**src/design/mmu_defs.svh**
```systemverilog
// widths, masks and register decode codes for the 11/34 MMU
// the masks reproduce 11/34 behaviour only; PAR holds 12 bits, ACF bit 0 reads as zero
`ifndef MMU_DEFS_SVH
`define MMU_DEFS_SVH

`define MMU_VA_W 16
`define MMU_PA_W 22

// register file masks
`define MMU_PAR_RMASK 16'o007777
`define MMU_PDR_RMASK 16'o077716
`define MMU_PDR_WMASK_HI 8'o177
`define MMU_PDR_WMASK_LO 8'o016
`define MMU_MMR3_MASK 16'o000007

// ones placed above a 16-bit I/O page address
`define MMU_IOPAGE_HI 6'o77

// status register select, pxr_addr[1:0] with pxr_addr[7] set
`define MMU_SEL_MMR0 2'b00
`define MMU_SEL_MMR2 2'b10
`define MMU_SEL_MMR3 2'b11

// own register addresses as seen in the virtual I/O page
`define MMU_MMR_VA 16'o177570
`define MMU_MMR3_VA 16'o172516

`endif

```
**src/design/mmu_pkg.sv**
```systemverilog
// types shared by the MMU blocks and the testbench
// field layouts follow the KT-11 register formats
`default_nettype none

package mmu_pkg;

   // mode 2'b10 is unused on the 11/34
   typedef enum logic [1:0] {
      MODE_KERNEL = 2'b00,
      MODE_SUPER  = 2'b01,
      MODE_USER   = 2'b11
   } cpu_mode_t;

   typedef struct packed {
      logic       rsvd_15;
      logic [6:0] plf;
      logic       a;
      logic       w;
      logic [1:0] rsvd_5_4;
      logic       ed;
      logic [2:0] acf;
   } pdr_t;

   typedef struct packed {
      logic       nonres;
      logic       ple;
      logic       ro;
      logic       trap_flag;
      logic [2:0] rsvd_11_9;
      logic       maint;
      logic       rsvd_7;
      logic [1:0] mode;
      logic       rsvd_4;
      logic [2:0] page;
      logic       enable;
   } mmr0_t;

   // same layout as pxr_addr[5:0]
   typedef struct packed {
      logic [1:0] mode;
      logic       dspace;
      logic [2:0] apf;
   } pxr_index_t;

endpackage

`default_nettype wire

```
**src/design/mmu_fault_if.sv**
```systemverilog
// access check result, all plain combinational levels
`timescale 1ns/1ps
`default_nettype none

interface mmu_fault_if;

   logic abort;
   logic trap;
   logic set_nonres;
   logic set_ple;
   logic set_ro;
   logic set_page;
   logic update_pdr;
   logic set_a;
   logic set_w;

   modport checker_mp (output abort, trap, set_nonres, set_ple, set_ro, set_page,
                       update_pdr, set_a, set_w);
   modport table_mp (input update_pdr, set_a, set_w);
   modport status_mp (input set_nonres, set_ple, set_ro, set_page);

endinterface

`default_nettype wire

```
**src/design/page_table.sv**
```systemverilog
// PAR/PDR storage, 64 entries each, split into byte halves
// entries are not cleared by reset and must be written before mapping is on
`timescale 1ns/1ps
`include "mmu_defs.svh"
`default_nettype none

module page_table (
   input  logic                   clk,
   input  logic                   local_reset,
   input  logic                   pxr_wr,
   input  logic                   pxr_rd,
   input  logic [1:0]             pxr_be,
   input  logic [7:0]             pxr_addr,
   input  logic [15:0]            pxr_data_in,
   input  mmu_pkg::pxr_index_t    index,
   mmu_fault_if.table_mp          fault,
   input  logic                   inhibit,
   output mmu_pkg::pdr_t          pdr,
   output logic [15:0]            par,
   output logic [15:0]            table_data
);

   logic [7:0] pdr_h [64];
   logic [7:0] pdr_l [64];
   logic [7:0] par_h [64];
   logic [7:0] par_l [64];

   logic [5:0]    wr_entry;
   logic          table_wr;
   logic          auto_update;
   mmu_pkg::pdr_t pdr_updated;

   assign wr_entry = pxr_addr[5:0];
   assign table_wr = pxr_wr && !pxr_addr[7];

   // entry selected by the current cpu access
   assign pdr = mmu_pkg::pdr_t'({pdr_h[index], pdr_l[index]} & `MMU_PDR_RMASK);
   assign par = {par_h[index], par_l[index]} & `MMU_PAR_RMASK;

   // any register write this cycle wins over the A/W update
   assign auto_update = fault.update_pdr && !pxr_wr && !inhibit && !local_reset;

   always_comb
   begin
      pdr_updated = pdr;
      pdr_updated.a = pdr.a | fault.set_a;
      pdr_updated.w = pdr.w | fault.set_w;
   end

   always_ff @(posedge clk)
   begin
      if (table_wr)
      begin
         if (pxr_addr[6])
         begin
            if (pxr_be[1])
               par_h[wr_entry] <= pxr_data_in[15:8];
            if (pxr_be[0])
               par_l[wr_entry] <= pxr_data_in[7:0];
         end
         else
         begin
            if (pxr_be[1])
               pdr_h[wr_entry] <= pxr_data_in[15:8] & `MMU_PDR_WMASK_HI;
            if (pxr_be[0])
               pdr_l[wr_entry] <= pxr_data_in[7:0] & `MMU_PDR_WMASK_LO;
         end
      end
      else if (auto_update)
      begin
         pdr_h[index] <= pdr_updated[15:8];
         pdr_l[index] <= pdr_updated[7:0];
      end
   end

   // readback through the 11/34 read masks
   always_comb
   begin
      table_data = 16'h0000;
      if (pxr_rd && !pxr_addr[7])
      begin
         if (pxr_addr[6])
            table_data = {par_h[wr_entry], par_l[wr_entry]} & `MMU_PAR_RMASK;
         else
            table_data = {pdr_h[wr_entry], pdr_l[wr_entry]} & `MMU_PDR_RMASK;
      end
   end

endmodule

`default_nettype wire

```
**src/design/access_check.sv**
```systemverilog
// 11/34 access control and page length check, purely combinational
// odd ACF codes cannot come out of the PDR read mask and are ignored
`timescale 1ns/1ps
`include "mmu_defs.svh"
`default_nettype none

module access_check (
   input  logic [`MMU_VA_W-1:0] cpu_va,
   input  mmu_pkg::cpu_mode_t   cpu_cm,
   input  logic                 cpu_rd,
   input  logic                 cpu_wr,
   input  logic                 trap_odd,
   input  logic                 mmu_on,
   input  mmu_pkg::pdr_t        pdr,
   mmu_fault_if.checker_mp      fault,
   output logic                 inhibit
);

   logic [6:0] block_num;
   logic       len_err;

   assign block_num = cpu_va[12:6];

   // expand-down pages grow toward lower blocks
   assign len_err = pdr.ed ? (block_num < pdr.plf) : (block_num > pdr.plf);

   // no A/W update when the cpu touches the MMU registers themselves
   assign inhibit = ({cpu_va[15:3], 3'b000} == `MMU_MMR_VA) ||
                    ({cpu_va[15:1], 1'b0} == `MMU_MMR3_VA);

   always_comb
   begin
      fault.abort = 1'b0;
      fault.trap = 1'b0;
      fault.set_nonres = 1'b0;
      fault.set_ple = 1'b0;
      fault.set_ro = 1'b0;
      fault.set_page = 1'b0;
      fault.update_pdr = 1'b0;
      fault.set_a = 1'b0;
      fault.set_w = 1'b0;
      if (mmu_on && (cpu_rd || cpu_wr))
      begin
         if (cpu_cm == mmu_pkg::MODE_SUPER)
         begin
            // no supervisor space on the 11/34
            fault.abort = 1'b1;
            fault.set_nonres = 1'b1;
            fault.set_page = 1'b1;
         end
         else
         begin
            // writes take priority over reads
            case (pdr.acf)
               3'd0:
               begin
                  fault.abort = 1'b1;
                  fault.set_nonres = 1'b1;
                  fault.set_page = 1'b1;
                  fault.set_ple = len_err;
               end
               3'd2:
               begin
                  fault.set_page = 1'b1;
                  fault.set_ple = len_err;
                  fault.set_ro = cpu_wr;
                  fault.abort = cpu_wr || len_err;
               end
               3'd4:
               begin
                  fault.update_pdr = 1'b1;
                  fault.set_a = 1'b1;
                  fault.set_nonres = 1'b1;
                  fault.trap = 1'b1;
               end
               3'd6:
               begin
                  fault.set_page = 1'b1;
                  fault.set_ple = len_err;
                  if (cpu_wr)
                  begin
                     fault.update_pdr = !trap_odd;
                     fault.set_w = !trap_odd;
                     fault.trap = len_err;
                  end
                  else
                     fault.abort = len_err;
               end
               default:
               begin
                  fault.abort = 1'b0;
               end
            endcase
         end
      end
   end

endmodule

`default_nettype wire

```
**src/design/address_map.sv**
```systemverilog
// 18-bit mapping only; the top 8 KB of the 18-bit space goes to the 22-bit I/O page
`timescale 1ns/1ps
`include "mmu_defs.svh"
`default_nettype none

module address_map (
   input  logic [`MMU_VA_W-1:0] cpu_va,
   input  logic [15:0]          par,
   input  logic                 map_enable,
   output logic [`MMU_PA_W-1:0] cpu_pa
);

   logic [`MMU_PA_W-1:0] map_sum;
   logic [17:0]          map_18;
   logic                 va_is_iopage;
   logic                 pa_is_iopage;
   logic [`MMU_PA_W-1:0] mapped_pa;
   logic [`MMU_PA_W-1:0] unmapped_pa;

   // PAR counts 64-byte blocks
   assign map_sum = {par, 6'b000000} + {9'b0, cpu_va[12:0]};
   assign map_18 = map_sum[17:0];

   assign va_is_iopage = cpu_va[15:13] == 3'b111;
   assign pa_is_iopage = map_18[17:13] == 5'b11111;

   assign mapped_pa = pa_is_iopage ? {`MMU_IOPAGE_HI, map_18[15:0]} : {4'b0000, map_18};
   assign unmapped_pa = va_is_iopage ? {`MMU_IOPAGE_HI, cpu_va} : {6'b000000, cpu_va};

   assign cpu_pa = map_enable ? mapped_pa : unmapped_pa;

endmodule

`default_nettype wire

```
**src/design/mmu_status.sv**
```systemverilog
// MMR0, MMR2 and MMR3; MMR1 is not implemented and reads as zero
// fault capture freezes MMR0 until software clears the error bits
`timescale 1ns/1ps
`include "mmu_defs.svh"
`default_nettype none

module mmu_status (
   input  logic                 clk,
   input  logic                 local_reset,
   input  logic                 pxr_wr,
   input  logic                 pxr_rd,
   input  logic                 fetch_va,
   input  logic                 cpu_d_access,
   input  logic [1:0]           pxr_be,
   input  logic [7:0]           pxr_addr,
   input  logic [15:0]          pxr_data_in,
   input  logic [`MMU_VA_W-1:0] cpu_va,
   input  mmu_pkg::cpu_mode_t   cpu_cm,
   input  logic                 cpu_trap,
   input  logic                 cpu_i_access,
   mmu_fault_if.status_mp       fault,
   output logic                 mmu_on,
   output logic                 map_enable,
   output mmu_pkg::pxr_index_t  index,
   output logic [15:0]          status_data
);

   mmu_pkg::mmr0_t mmr0;
   logic [15:0]    mmr2;
   logic [15:0]    mmr3;
   logic           fault_latched;
   logic           d_space_on;
   logic           mmr_wr;

   assign fault_latched = mmr0.nonres | mmr0.ple | mmr0.ro;
   assign mmu_on = mmr0.enable;
   assign mmr_wr = pxr_wr && pxr_addr[7];

   // maintenance mode maps destination accesses only
   assign map_enable = mmu_on || (mmr0.maint && cpu_d_access);

   always_comb
   begin
      case (cpu_cm)
         mmu_pkg::MODE_KERNEL: d_space_on = mmr3[2];
         mmu_pkg::MODE_SUPER:  d_space_on = mmr3[1];
         mmu_pkg::MODE_USER:   d_space_on = mmr3[0];
         default:              d_space_on = 1'b0;
      endcase
   end

   // trap vector fetches always go through kernel space
   assign index.mode = cpu_trap ? mmu_pkg::MODE_KERNEL : cpu_cm;
   assign index.dspace = d_space_on & ~cpu_i_access;
   assign index.apf = cpu_va[15:13];

   always_ff @(posedge clk or posedge local_reset)
   begin
      if (local_reset)
      begin
         mmr0 <= '0;
         mmr3 <= 16'h0000;
      end
      else if (pxr_wr)
      begin
         if (mmr_wr && pxr_addr[1:0] == `MMU_SEL_MMR0)
         begin
            if (pxr_be[1])
               mmr0[15:8] <= pxr_data_in[15:8];
            if (pxr_be[0])
               mmr0[7:0] <= pxr_data_in[7:0];
         end
         if (mmr_wr && pxr_addr[1:0] == `MMU_SEL_MMR3)
            mmr3 <= pxr_data_in & `MMU_MMR3_MASK;
      end
      else if (!fault_latched)
      begin
         if (fault.set_nonres)
            mmr0.nonres <= 1'b1;
         if (fault.set_ple)
            mmr0.ple <= 1'b1;
         if (fault.set_ro)
            mmr0.ro <= 1'b1;
         if (fault.set_page)
         begin
            mmr0.mode <= cpu_cm;
            mmr0.page <= cpu_va[15:13];
         end
      end
   end

   // fetch address tracking stops on the first fault
   always_ff @(posedge clk or posedge local_reset)
   begin
      if (local_reset)
         mmr2 <= 16'h0000;
      else if (fetch_va && !fault_latched && cpu_cm != mmu_pkg::MODE_SUPER)
         mmr2 <= cpu_va;
   end

   always_comb
   begin
      mmu_pkg::mmr0_t live;
      live = mmr0;
      live.mode = cpu_cm;
      live.page = cpu_va[15:13];
      status_data = 16'h0000;
      if (pxr_rd && pxr_addr[7])
      begin
         case (pxr_addr[1:0])
            // latched value after a fault, live mode and page otherwise
            `MMU_SEL_MMR0: status_data = (fault_latched || !mmu_on) ? mmr0 : live;
            `MMU_SEL_MMR2: status_data = mmr2;
            `MMU_SEL_MMR3: status_data = mmr3;
            default:       status_data = 16'h0000;
         endcase
      end
   end

endmodule

`default_nettype wire

```
**src/design/mmu_top.sv**
```systemverilog
// KT-11 style MMU, 11/34 behaviour, 18-bit mapping on a 22-bit bus
// PAR/PDR must be loaded before MMR0 enable is set
`timescale 1ns/1ps
`include "mmu_defs.svh"
`default_nettype none

module mmu_top (
   input  logic                 clk,
   input  logic                 local_reset,
   input  logic [`MMU_VA_W-1:0] cpu_va,
   input  mmu_pkg::cpu_mode_t   cpu_cm,
   input  logic                 cpu_rd,
   input  logic                 cpu_wr,
   input  logic                 cpu_i_access,
   input  logic                 cpu_d_access,
   input  logic                 cpu_trap,
   input  logic                 fetch_va,
   input  logic                 trap_odd,
   input  logic                 pxr_wr,
   input  logic                 pxr_rd,
   input  logic [1:0]           pxr_be,
   input  logic [7:0]           pxr_addr,
   input  logic [15:0]          pxr_data_in,
   output logic [`MMU_PA_W-1:0] cpu_pa,
   output logic                 signal_abort,
   output logic                 signal_trap,
   output logic [15:0]          pxr_data_out
);

   mmu_pkg::pdr_t       pdr;
   mmu_pkg::pxr_index_t index;
   logic [15:0]         par;
   logic [15:0]         table_data;
   logic [15:0]         status_data;
   logic                mmu_on;
   logic                map_enable;
   logic                inhibit;

   mmu_fault_if fault_bus ();

   page_table page_table_inst (
      .clk(clk), .local_reset(local_reset),
      .pxr_wr(pxr_wr), .pxr_rd(pxr_rd), .pxr_be(pxr_be),
      .pxr_addr(pxr_addr), .pxr_data_in(pxr_data_in),
      .index(index), .fault(fault_bus.table_mp), .inhibit(inhibit),
      .pdr(pdr), .par(par), .table_data(table_data)
   );

   access_check access_check_inst (
      .cpu_va(cpu_va), .cpu_cm(cpu_cm), .cpu_rd(cpu_rd), .cpu_wr(cpu_wr),
      .trap_odd(trap_odd), .mmu_on(mmu_on), .pdr(pdr),
      .fault(fault_bus.checker_mp), .inhibit(inhibit)
   );

   address_map address_map_inst (
      .cpu_va(cpu_va), .par(par), .map_enable(map_enable), .cpu_pa(cpu_pa)
   );

   mmu_status mmu_status_inst (
      .clk(clk), .local_reset(local_reset),
      .pxr_wr(pxr_wr), .pxr_rd(pxr_rd), .fetch_va(fetch_va),
      .cpu_d_access(cpu_d_access), .pxr_be(pxr_be), .pxr_addr(pxr_addr),
      .pxr_data_in(pxr_data_in), .cpu_va(cpu_va), .cpu_cm(cpu_cm),
      .cpu_trap(cpu_trap), .cpu_i_access(cpu_i_access),
      .fault(fault_bus.status_mp), .mmu_on(mmu_on), .map_enable(map_enable),
      .index(index), .status_data(status_data)
   );

   assign signal_abort = fault_bus.abort;
   assign signal_trap = fault_bus.trap;

   // each block drives zero outside its own address range
   assign pxr_data_out = table_data | status_data;

endmodule

`default_nettype wire

```
**config.mk**
```make
export PLATFORM = sky130hd
export DESIGN_NAME = mmu_top
export DESIGN_NICKNAME = d
export VERILOG_FILES = /design/src/design/mmu_pkg.sv /design/src/design/mmu_fault_if.sv /design/src/design/page_table.sv /design/src/design/access_check.sv /design/src/design/address_map.sv /design/src/design/mmu_status.sv /design/src/design/mmu_top.sv
export VERILOG_INCLUDE_DIRS = /design/src /design/src/design
export SDC_FILE = /design/constraint.sdc
export NUM_CORES = 2
export LEC_CHECK = 0
export BUFFER_PORTS_ARGS = -buffer_cell sky130_fd_sc_hd__buf_2
export CAP_MARGIN = 25
export CELL_PAD_IN_SITES_DETAIL_PLACEMENT = 1
export CELL_PAD_IN_SITES_GLOBAL_PLACEMENT = 2
export CORE_MARGIN = 2
export CORE_UTILIZATION = 40
export CTS_CLUSTER_SIZE = 24
export DETAILED_ROUTE_END_ITERATION = 10
export GPL_ROUTABILITY_DRIVEN = 0
export HOLD_SLACK_MARGIN = 0.03
export PLACE_DENSITY_LB_ADDON = 0.1
export SYNTH_ARGS = -nofsm -noshare
export SYNTH_HDL_FRONTEND = slang
export SYNTH_HIERARCHICAL = 1
export SYNTH_SLANG_ARGS = --single-unit
```
**constraint.sdc**
```tcl
create_clock -name clk -period 6.4 [get_ports clk]
set_input_delay 0.96 -clock clk [delete_from_list [all_inputs] [get_ports clk]]
set_output_delay 0.96 -clock clk [all_outputs]
set_load 0.01 [all_outputs]
```
## Word level (Yosys, flattened, before mapping)

Memories as Yosys holds them, arrays and structs flattened.
Cells that the tools add are included.

| operators by class | value |
|---|---|
| $add $sub $neg | 1 |
| order comparisons | 2 |
| equality and inequality tests | 16 |
| mux-type cells | 78 |
| bitwise operators | 7 |
| reduce and logical (&&, ||, !) cells | 43 |

Operators by type and width:

| operator | count |
|---|---|
| $mux 22 | 3 |
| $mux 1 | 50 |
| $pmux 16 s3 | 1 |
| $mux 16 | 2 |
| $mux 15 | 2 |
| $add 18x13->18 | 1 |
| $mux 8 | 2 |
| $or 16x16->16 | 1 |
| $reduce_and 4->1 | 4 |
| $eq 15x15->1 const B | 1 |
| $mux 3 | 5 |
| $mux 7 | 2 |
| $eq 13x13->1 const B | 1 |
| $logic_and 1x1->1 | 13 |
| $mux 6 | 2 |
| $eq 2x2->1 const B | 5 |
| $mux 2 | 4 |
| $ne 2x1->1 const B | 4 |
| $reduce_bool 2->1 | 4 |
| $gt 7x7->1 | 1 |
| $logic_not 1->1 | 7 |
| $lt 7x7->1 | 1 |
| $reduce_or 7->1 | 1 |
| $pmux 1 s3 | 2 |
| other kinds (17) | 28 |

| word-level totals | value |
|---|---|
| register bits after elaboration | 35 |
| RAM bits | 1,792 |
| input bits | 55 |
| output and inout bits | 40 |
| memories kept | 4 |

Memories:

| memory | words | width | rd ports | clocked after Yosys merged registers in | wr ports | RTL line | source |
|---|---|---|---|---|---|---|---|
| page_table_inst.par_h | 64 | 8 | 2 | 0 | 1 | page_table.sv:25 | `logic [7:0] par_h [64];` |
| page_table_inst.par_l | 64 | 8 | 2 | 0 | 1 | page_table.sv:26 | `logic [7:0] par_l [64];` |
| page_table_inst.pdr_h | 64 | 7 | 2 | 0 | 1 | page_table.sv:23 | `logic [7:0] pdr_h [64];` |
| page_table_inst.pdr_l | 64 | 5 | 2 | 0 | 1 | page_table.sv:24 | `logic [7:0] pdr_l [64];` |

## Longest topological paths before layout

An unclocked memory read counts as a cell.

| depth | value |
|---|---|
| word-level depth | 16 |
| gate-level depth with buffers | 20 |
| depth with buffers taken out | 17 |

## By module

Netlist, hierarchy kept.

Modules (own cells, without submodules):

| module | instances | cells an instance | area an instance (µm²) | sequential area each (µm²) |
|---|---|---|---|---|
| page_table | 1 | 4,301 | 73,091.4 | 46,124.2 |
| mmu_status | 1 | 177 | 1,924.3 | 875.8 |
| address_map | 1 | 79 | 584.3 | 0.0 |
| access_check | 1 | 58 | 370.4 | 0.0 |
| mmu_top | 1 | 16 | 100.1 | 0.0 |

## Least setup slack after synthesis

Ideal clock, no wire load.

| path | value |
|---|---|
| kind | in2out |
| start point | in cpu_cm[1] |
| end point | out cpu_pa[19] |
| data arrival time | 4,822 ps |
| required time | 5,440 ps |
| slack | 618 ps |
| cell stages on the path | 16 |
| cells stage by stage | mux2_2 > a22oi_1 > nor2_1 > clkbuf_1 > clkbuf_1 > mux4_2 > a211oi_1 > a21oi_1 > ha_1 > a21o_1 > nand3_1 > and3b_4 > o21a_1 > o21ai_1 > o41ai_2 > buf_4 |

RTL lines:

| what | RTL line | source |
|---|---|---|
| from (decl) | mmu_top.sv:11 | `input mmu_pkg::cpu_mode_t cpu_cm,` |
| to (decl) | mmu_top.sv:24 | `` output logic [`MMU_PA_W-1:0] cpu_pa, `` |

==> impl_results.html <==
<table>
<tr><th>Metric</th><th>Value</th></tr>
<tr><th colspan="2">STA</th></tr>
<tr><td>Max-slew violation count</td><td>0</td></tr>
<tr><td>Relative max-transition margin</td><td>0.254</td></tr>
<tr><td>Time the worst path needs with I/O delays and setup</td><td>between 6 and 7 ns</td></tr>
<tr><td>Setup TNS</td><td>0 ns</td></tr>
<tr><td>Maximum frequency from static timing analysis</td><td>158 MHz</td></tr>
<tr><td>Pin slew with the least headroom to its limit</td><td>~1.1 ns</td></tr>
<tr><td>Worst-case hold slack</td><td>between 0.15 and 0.2 ns</td></tr>
<tr><td>Hold Violations, Final</td><td>0</td></tr>
<tr><td>Final clock period utilization by the worst path</td><td>0.990</td></tr>
<tr><td>Final setup violating endpoints</td><td>0</td></tr>
<tr><td>Setup Skew</td><td>roughly 0.03 ns</td></tr>
<tr><td>Fin worst setup slack</td><td>0.0655 ns</td></tr>
<tr><th colspan="2">Route</th></tr>
<tr><td>DRC violations left</td><td>0</td></tr>
<tr><td>Violation count after the first detailed-route iteration</td><td>~7500</td></tr>
<tr><td>Count of antenna-violating nets left after detailed routing</td><td>0</td></tr>
<tr><td>Router iterations before antenna repair</td><td>7</td></tr>
<tr><td>Avg Vias per Cell</td><td>just under 7</td></tr>
<tr><td>Avg WL per Cell</td><td>approximately 42 um</td></tr>
<tr><td>Total routed wirelength</td><td>around 320 mm</td></tr>
<tr><td>Number of vias in the routed layout</td><td>between 50000 and 60000</td></tr>
<tr><th colspan="2">Die</th></tr>
<tr><td>Die boundary width</td><td>~440 um</td></tr>
<tr><td>Std cell rows</td><td>160</td></tr>
<tr><td>Area of the die</td><td>0.194 mm^2</td></tr>
<tr><td>I/O pin count</td><td>between 90 and 100</td></tr>
<tr><td>Core area</td><td>approximately 0.19 mm^2</td></tr>
<tr><td>Vertical extent of the die</td><td>between 400 and 500 um</td></tr>
<tr><td>Initial Util</td><td>0.401</td></tr>
<tr><th colspan="2">Layout</th></tr>
<tr><td>Post-route design area</td><td>roughly 0.09 mm^2</td></tr>
<tr><td>Total number of nets in the final design</td><td>5050</td></tr>
<tr><td>Share of final-layout standard cells stronger than drive strength 1</td><td>0.313</td></tr>
<tr><td>Storage element area</td><td>0.0470 mm^2</td></tr>
<tr><td>Synthesis-to-layout area growth</td><td>15.9%</td></tr>
<tr><td>Total area of multi-input combinational cells</td><td>around 0.027 mm^2</td></tr>
<tr><td>Fillers</td><td>roughly 18000</td></tr>
<tr><td>Most common library cell in the layout ignoring fill and taps</td><td>sky130_fd_sc_hd__edfxtp_1</td></tr>
<tr><td>Final instance count without filler cells</td><td>7650</td></tr>
<tr><td>Commonest cells after routing, fill and taps aside</td><td>sky130_fd_sc_hd__edfxtp_1, sky130_fd_sc_hd__mux4_2, sky130_fd_sc_hd__buf_4</td></tr>
<tr><th colspan="2">Worst setup path</th></tr>
<tr><td>Capturing point of the worst reg2reg path</td><td>page_table_inst/pdr_h[3][6]</td></tr>
<tr><td>Arrival time of the worst setup path</td><td>about 5.4 ns</td></tr>
<tr><td>Data required time at the worst endpoint</td><td>~5.4 ns</td></tr>
<tr><td>Crit-path slowest cell</td><td>sky130_fd_sc_hd__a211oi_1</td></tr>
<tr><td>Startpoint of the lowest-slack register-to-register path</td><td>mmu_status_inst/mmr3[1]</td></tr>
<tr><td>Crit path to</td><td>signal_abort</td></tr>
<tr><td>Crit-path cells</td><td>mux2_2 -&gt; a22oi_2 -&gt; nor2_4 -&gt; buf_4 -&gt; nand2_1 -&gt; a21oi_1 -&gt; a211oi_1 -&gt; a21o_1 -&gt; inv_1 -&gt; ha_1 -&gt; nand4_1 -&gt; a21oi_2 -&gt; o221ai_1 -&gt; nor4b_1 -&gt; a2111oi_2 -&gt; buf_2</td></tr>
<tr><td>R2R cell count</td><td>16</td></tr>
<tr><td>Largest fanout of any net on the critical path</td><td>28</td></tr>
<tr><td>Launch point of the critical path</td><td>mmu_status_inst/mmr3[1]</td></tr>
<tr><td>Nature of the critical path startpoint</td><td>flop</td></tr>
<tr><td>Crit path kind</td><td>flop to output port</td></tr>
<tr><td>Worst R2R Setup Slack</td><td>between 0.9 and 1 ns</td></tr>
<tr><td>Critical Path Sink Type</td><td>output port</td></tr>
<tr><td>Crit path largest cell delay</td><td>0.64 ns</td></tr>
<tr><th colspan="2">Global routing</th></tr>
<tr><td>Number of global-route vias before repair</td><td>approximately 52000</td></tr>
<tr><td>Aggregate global routing overflow</td><td>0</td></tr>
<tr><td>Pin count of the biggest net entering global routing</td><td>70</td></tr>
<tr><td>Gr usage total</td><td>0.332</td></tr>
<tr><td>Global-route wire length before repair</td><td>~440 mm</td></tr>
<tr><td>Number of antenna violations at the first check in global routing</td><td>20</td></tr>
<tr><th colspan="2">Job</th></tr>
<tr><td>Max-cap violation count</td><td>0</td></tr>
<tr><th colspan="2">Placed design</th></tr>
<tr><td>Placement Cell Area</td><td>0.0821 mm^2</td></tr>
<tr><td>DP Cell Count</td><td>~7300</td></tr>
<tr><td>DPL Wire Length</td><td>between 200 and 250 mm</td></tr>
<tr><td>Number of buffer cells added on primary ports</td><td>between 90 and 100</td></tr>
<tr><td>Post-place setup slack</td><td>-0.107 ns</td></tr>
<tr><th colspan="2">Logic synthesis</th></tr>
<tr><td>Synthesis Warnings</td><td>6</td></tr>
<tr><td>Post-synthesis average cell area</td><td>around 16 um^2</td></tr>
<tr><td>Synthesized instance count</td><td>about 4600</td></tr>
<tr><td>Post-synthesis cell area</td><td>0.0760 mm^2</td></tr>
<tr><th colspan="2">Pwr</th></tr>
<tr><td>Sequential share of power</td><td>0.464</td></tr>
<tr><td>Portion of total power attributed to the clock network</td><td>0.417</td></tr>
<tr><td>Int Power</td><td>18.3 mW</td></tr>
<tr><td>Pwr per Cell Area</td><td>about 280 mW/mm^2</td></tr>
<tr><td>Switching power</td><td>around 6.3 mW</td></tr>
<tr><td>Combinational share of power</td><td>0.119</td></tr>
<tr><td>Worst voltage drop across the vdd grid</td><td>around 300 uV</td></tr>
<tr><td>P_leak</td><td>between 20 and 30 nW</td></tr>
<tr><td>Switching share of total power</td><td>0.256</td></tr>
<tr><th colspan="2">Clock tree</th></tr>
<tr><td>Clock latency on the worst-skew pair</td><td>about 0.85 ns</td></tr>
<tr><td>Clock tree from TritonCTS</td><td>done</td></tr>
<tr><td>Cts-stage hold buffer count</td><td>0</td></tr>
<tr><td>Depth of the CTS H-tree</td><td>4</td></tr>
<tr><td>Total CTS buffers</td><td>173</td></tr>
<tr><td>Total number of clock tree sinks</td><td>around 1600</td></tr>
<tr><td>Clock slew at the register clock pins of the worst setup and hold paths</td><td>around 0.06 ns</td></tr>
<tr><td>Largest buffer count on any clock path</td><td>3</td></tr>
<tr><td>CTS root buf</td><td>sky130_fd_sc_hd__clkbuf_16</td></tr>
<tr><th colspan="2">Outcome</th></tr>
<tr><td>Status</td><td>finished clean</td></tr>
<tr><th colspan="2">Hold path</th></tr>
<tr><td>Class of the tightest hold or removal check</td><td>input port to asynchronous set/reset pin</td></tr>
</table>
## routing by layer
layer,vias to the layer above,track usage,share of wire
met4,8,0.122,0.039
met1,28371,0.471,0.41
met5,-,0,0.00019
met2,3143,0.509,0.45
li1,20163,-,-
met3,536,0.0650,0.094
## how the worst min path moves through the flow
stage	startpoint	to	slack [ns]	depth (start not counted)
6_report	local_reset	mmu_status_inst/mmr0[13]	0.16	2
5_1_grt	local_reset	mmu_status_inst/mmr0[15]	0.16	2
4_1_cts	local_reset	mmu_status_inst/mmr0[15]	0.08	2
3_5_place_dp	mmu_status_inst/mmr0[1]	mmu_status_inst/mmr0[1]	0.49	1
3_3_place_gp	mmu_status_inst/mmr0[1]	mmu_status_inst/mmr0[1]	0.48	1
2_1_floorplan	mmu_status_inst/mmr0[1]	mmu_status_inst/mmr0[1]	0.46	1
## flip-flops by register name, indices dropped and copies added (netlist names)
register                flops
mmu_status_inst/mmr2       16
mmu_status_inst/mmr3        3
page_table_inst/par_l     512
mmu_status_inst/mmu_on      1
page_table_inst/par_h     256
page_table_inst/pdr_h     448
page_table_inst/pdr_l     320
mmu_status_inst/mmr0       15
## critical path, delay by kind of cell (launching register included)
family | cells | cell delay [ns]
buffers and inverters | 3 | 0.55
AOI/OAI and AO/OA | 7 | 2.13
DFF | 1 | 0.41
muxes | 1 | 0.29
adders and majority gates | 1 | 0.26
and+or+nand+nor | 4 | 0.87
## power by group through the flow
stage	combinational, mW	clock [mW]	sequential (mW)
6_report	2.92	10.3	11.4
4_1_cts	2.84	10.4	11.4
3_3_place_gp	2.81	0	11.6
2_1_floorplan	1.48	0	11.6
5_1_grt	2.99	10.7	11.4
3_5_place_dp	2.82	0	11.6
## repair_timing
action | 4_1_cts | 5_1_grt
setup buffers | 3 | 11
setup endpoints to repair | 5 | 5
endpoints found under the hold margin | 0 | 0
resized for setup | 4 | 18
pin swaps | 4 | 9
cloned | 1 | 0
## area by class of cell
type	instances	area share
Antenna cell	11	0.000313
Clock buffer	218	0.0524
Clock inverter	105	0.0125
Inverter	29	0.00134
Multi-Input combinational cell	2624	0.308
Sequential cell	1571	0.534
Tap cell	2511	0.0357
Timing Repair Buffer	581	0.0563
## stage by stage
stage,power [mW],utilization
5_1_grt,25.2,0.464
4_1_cts,24.7,0.463
3_5_place_dp,14.5,0.433
2_1_floorplan,13.1,-
6_report,24.6,0.465
3_3_place_gp,14.5,0.432
Power figures use the tool's default switching activity.
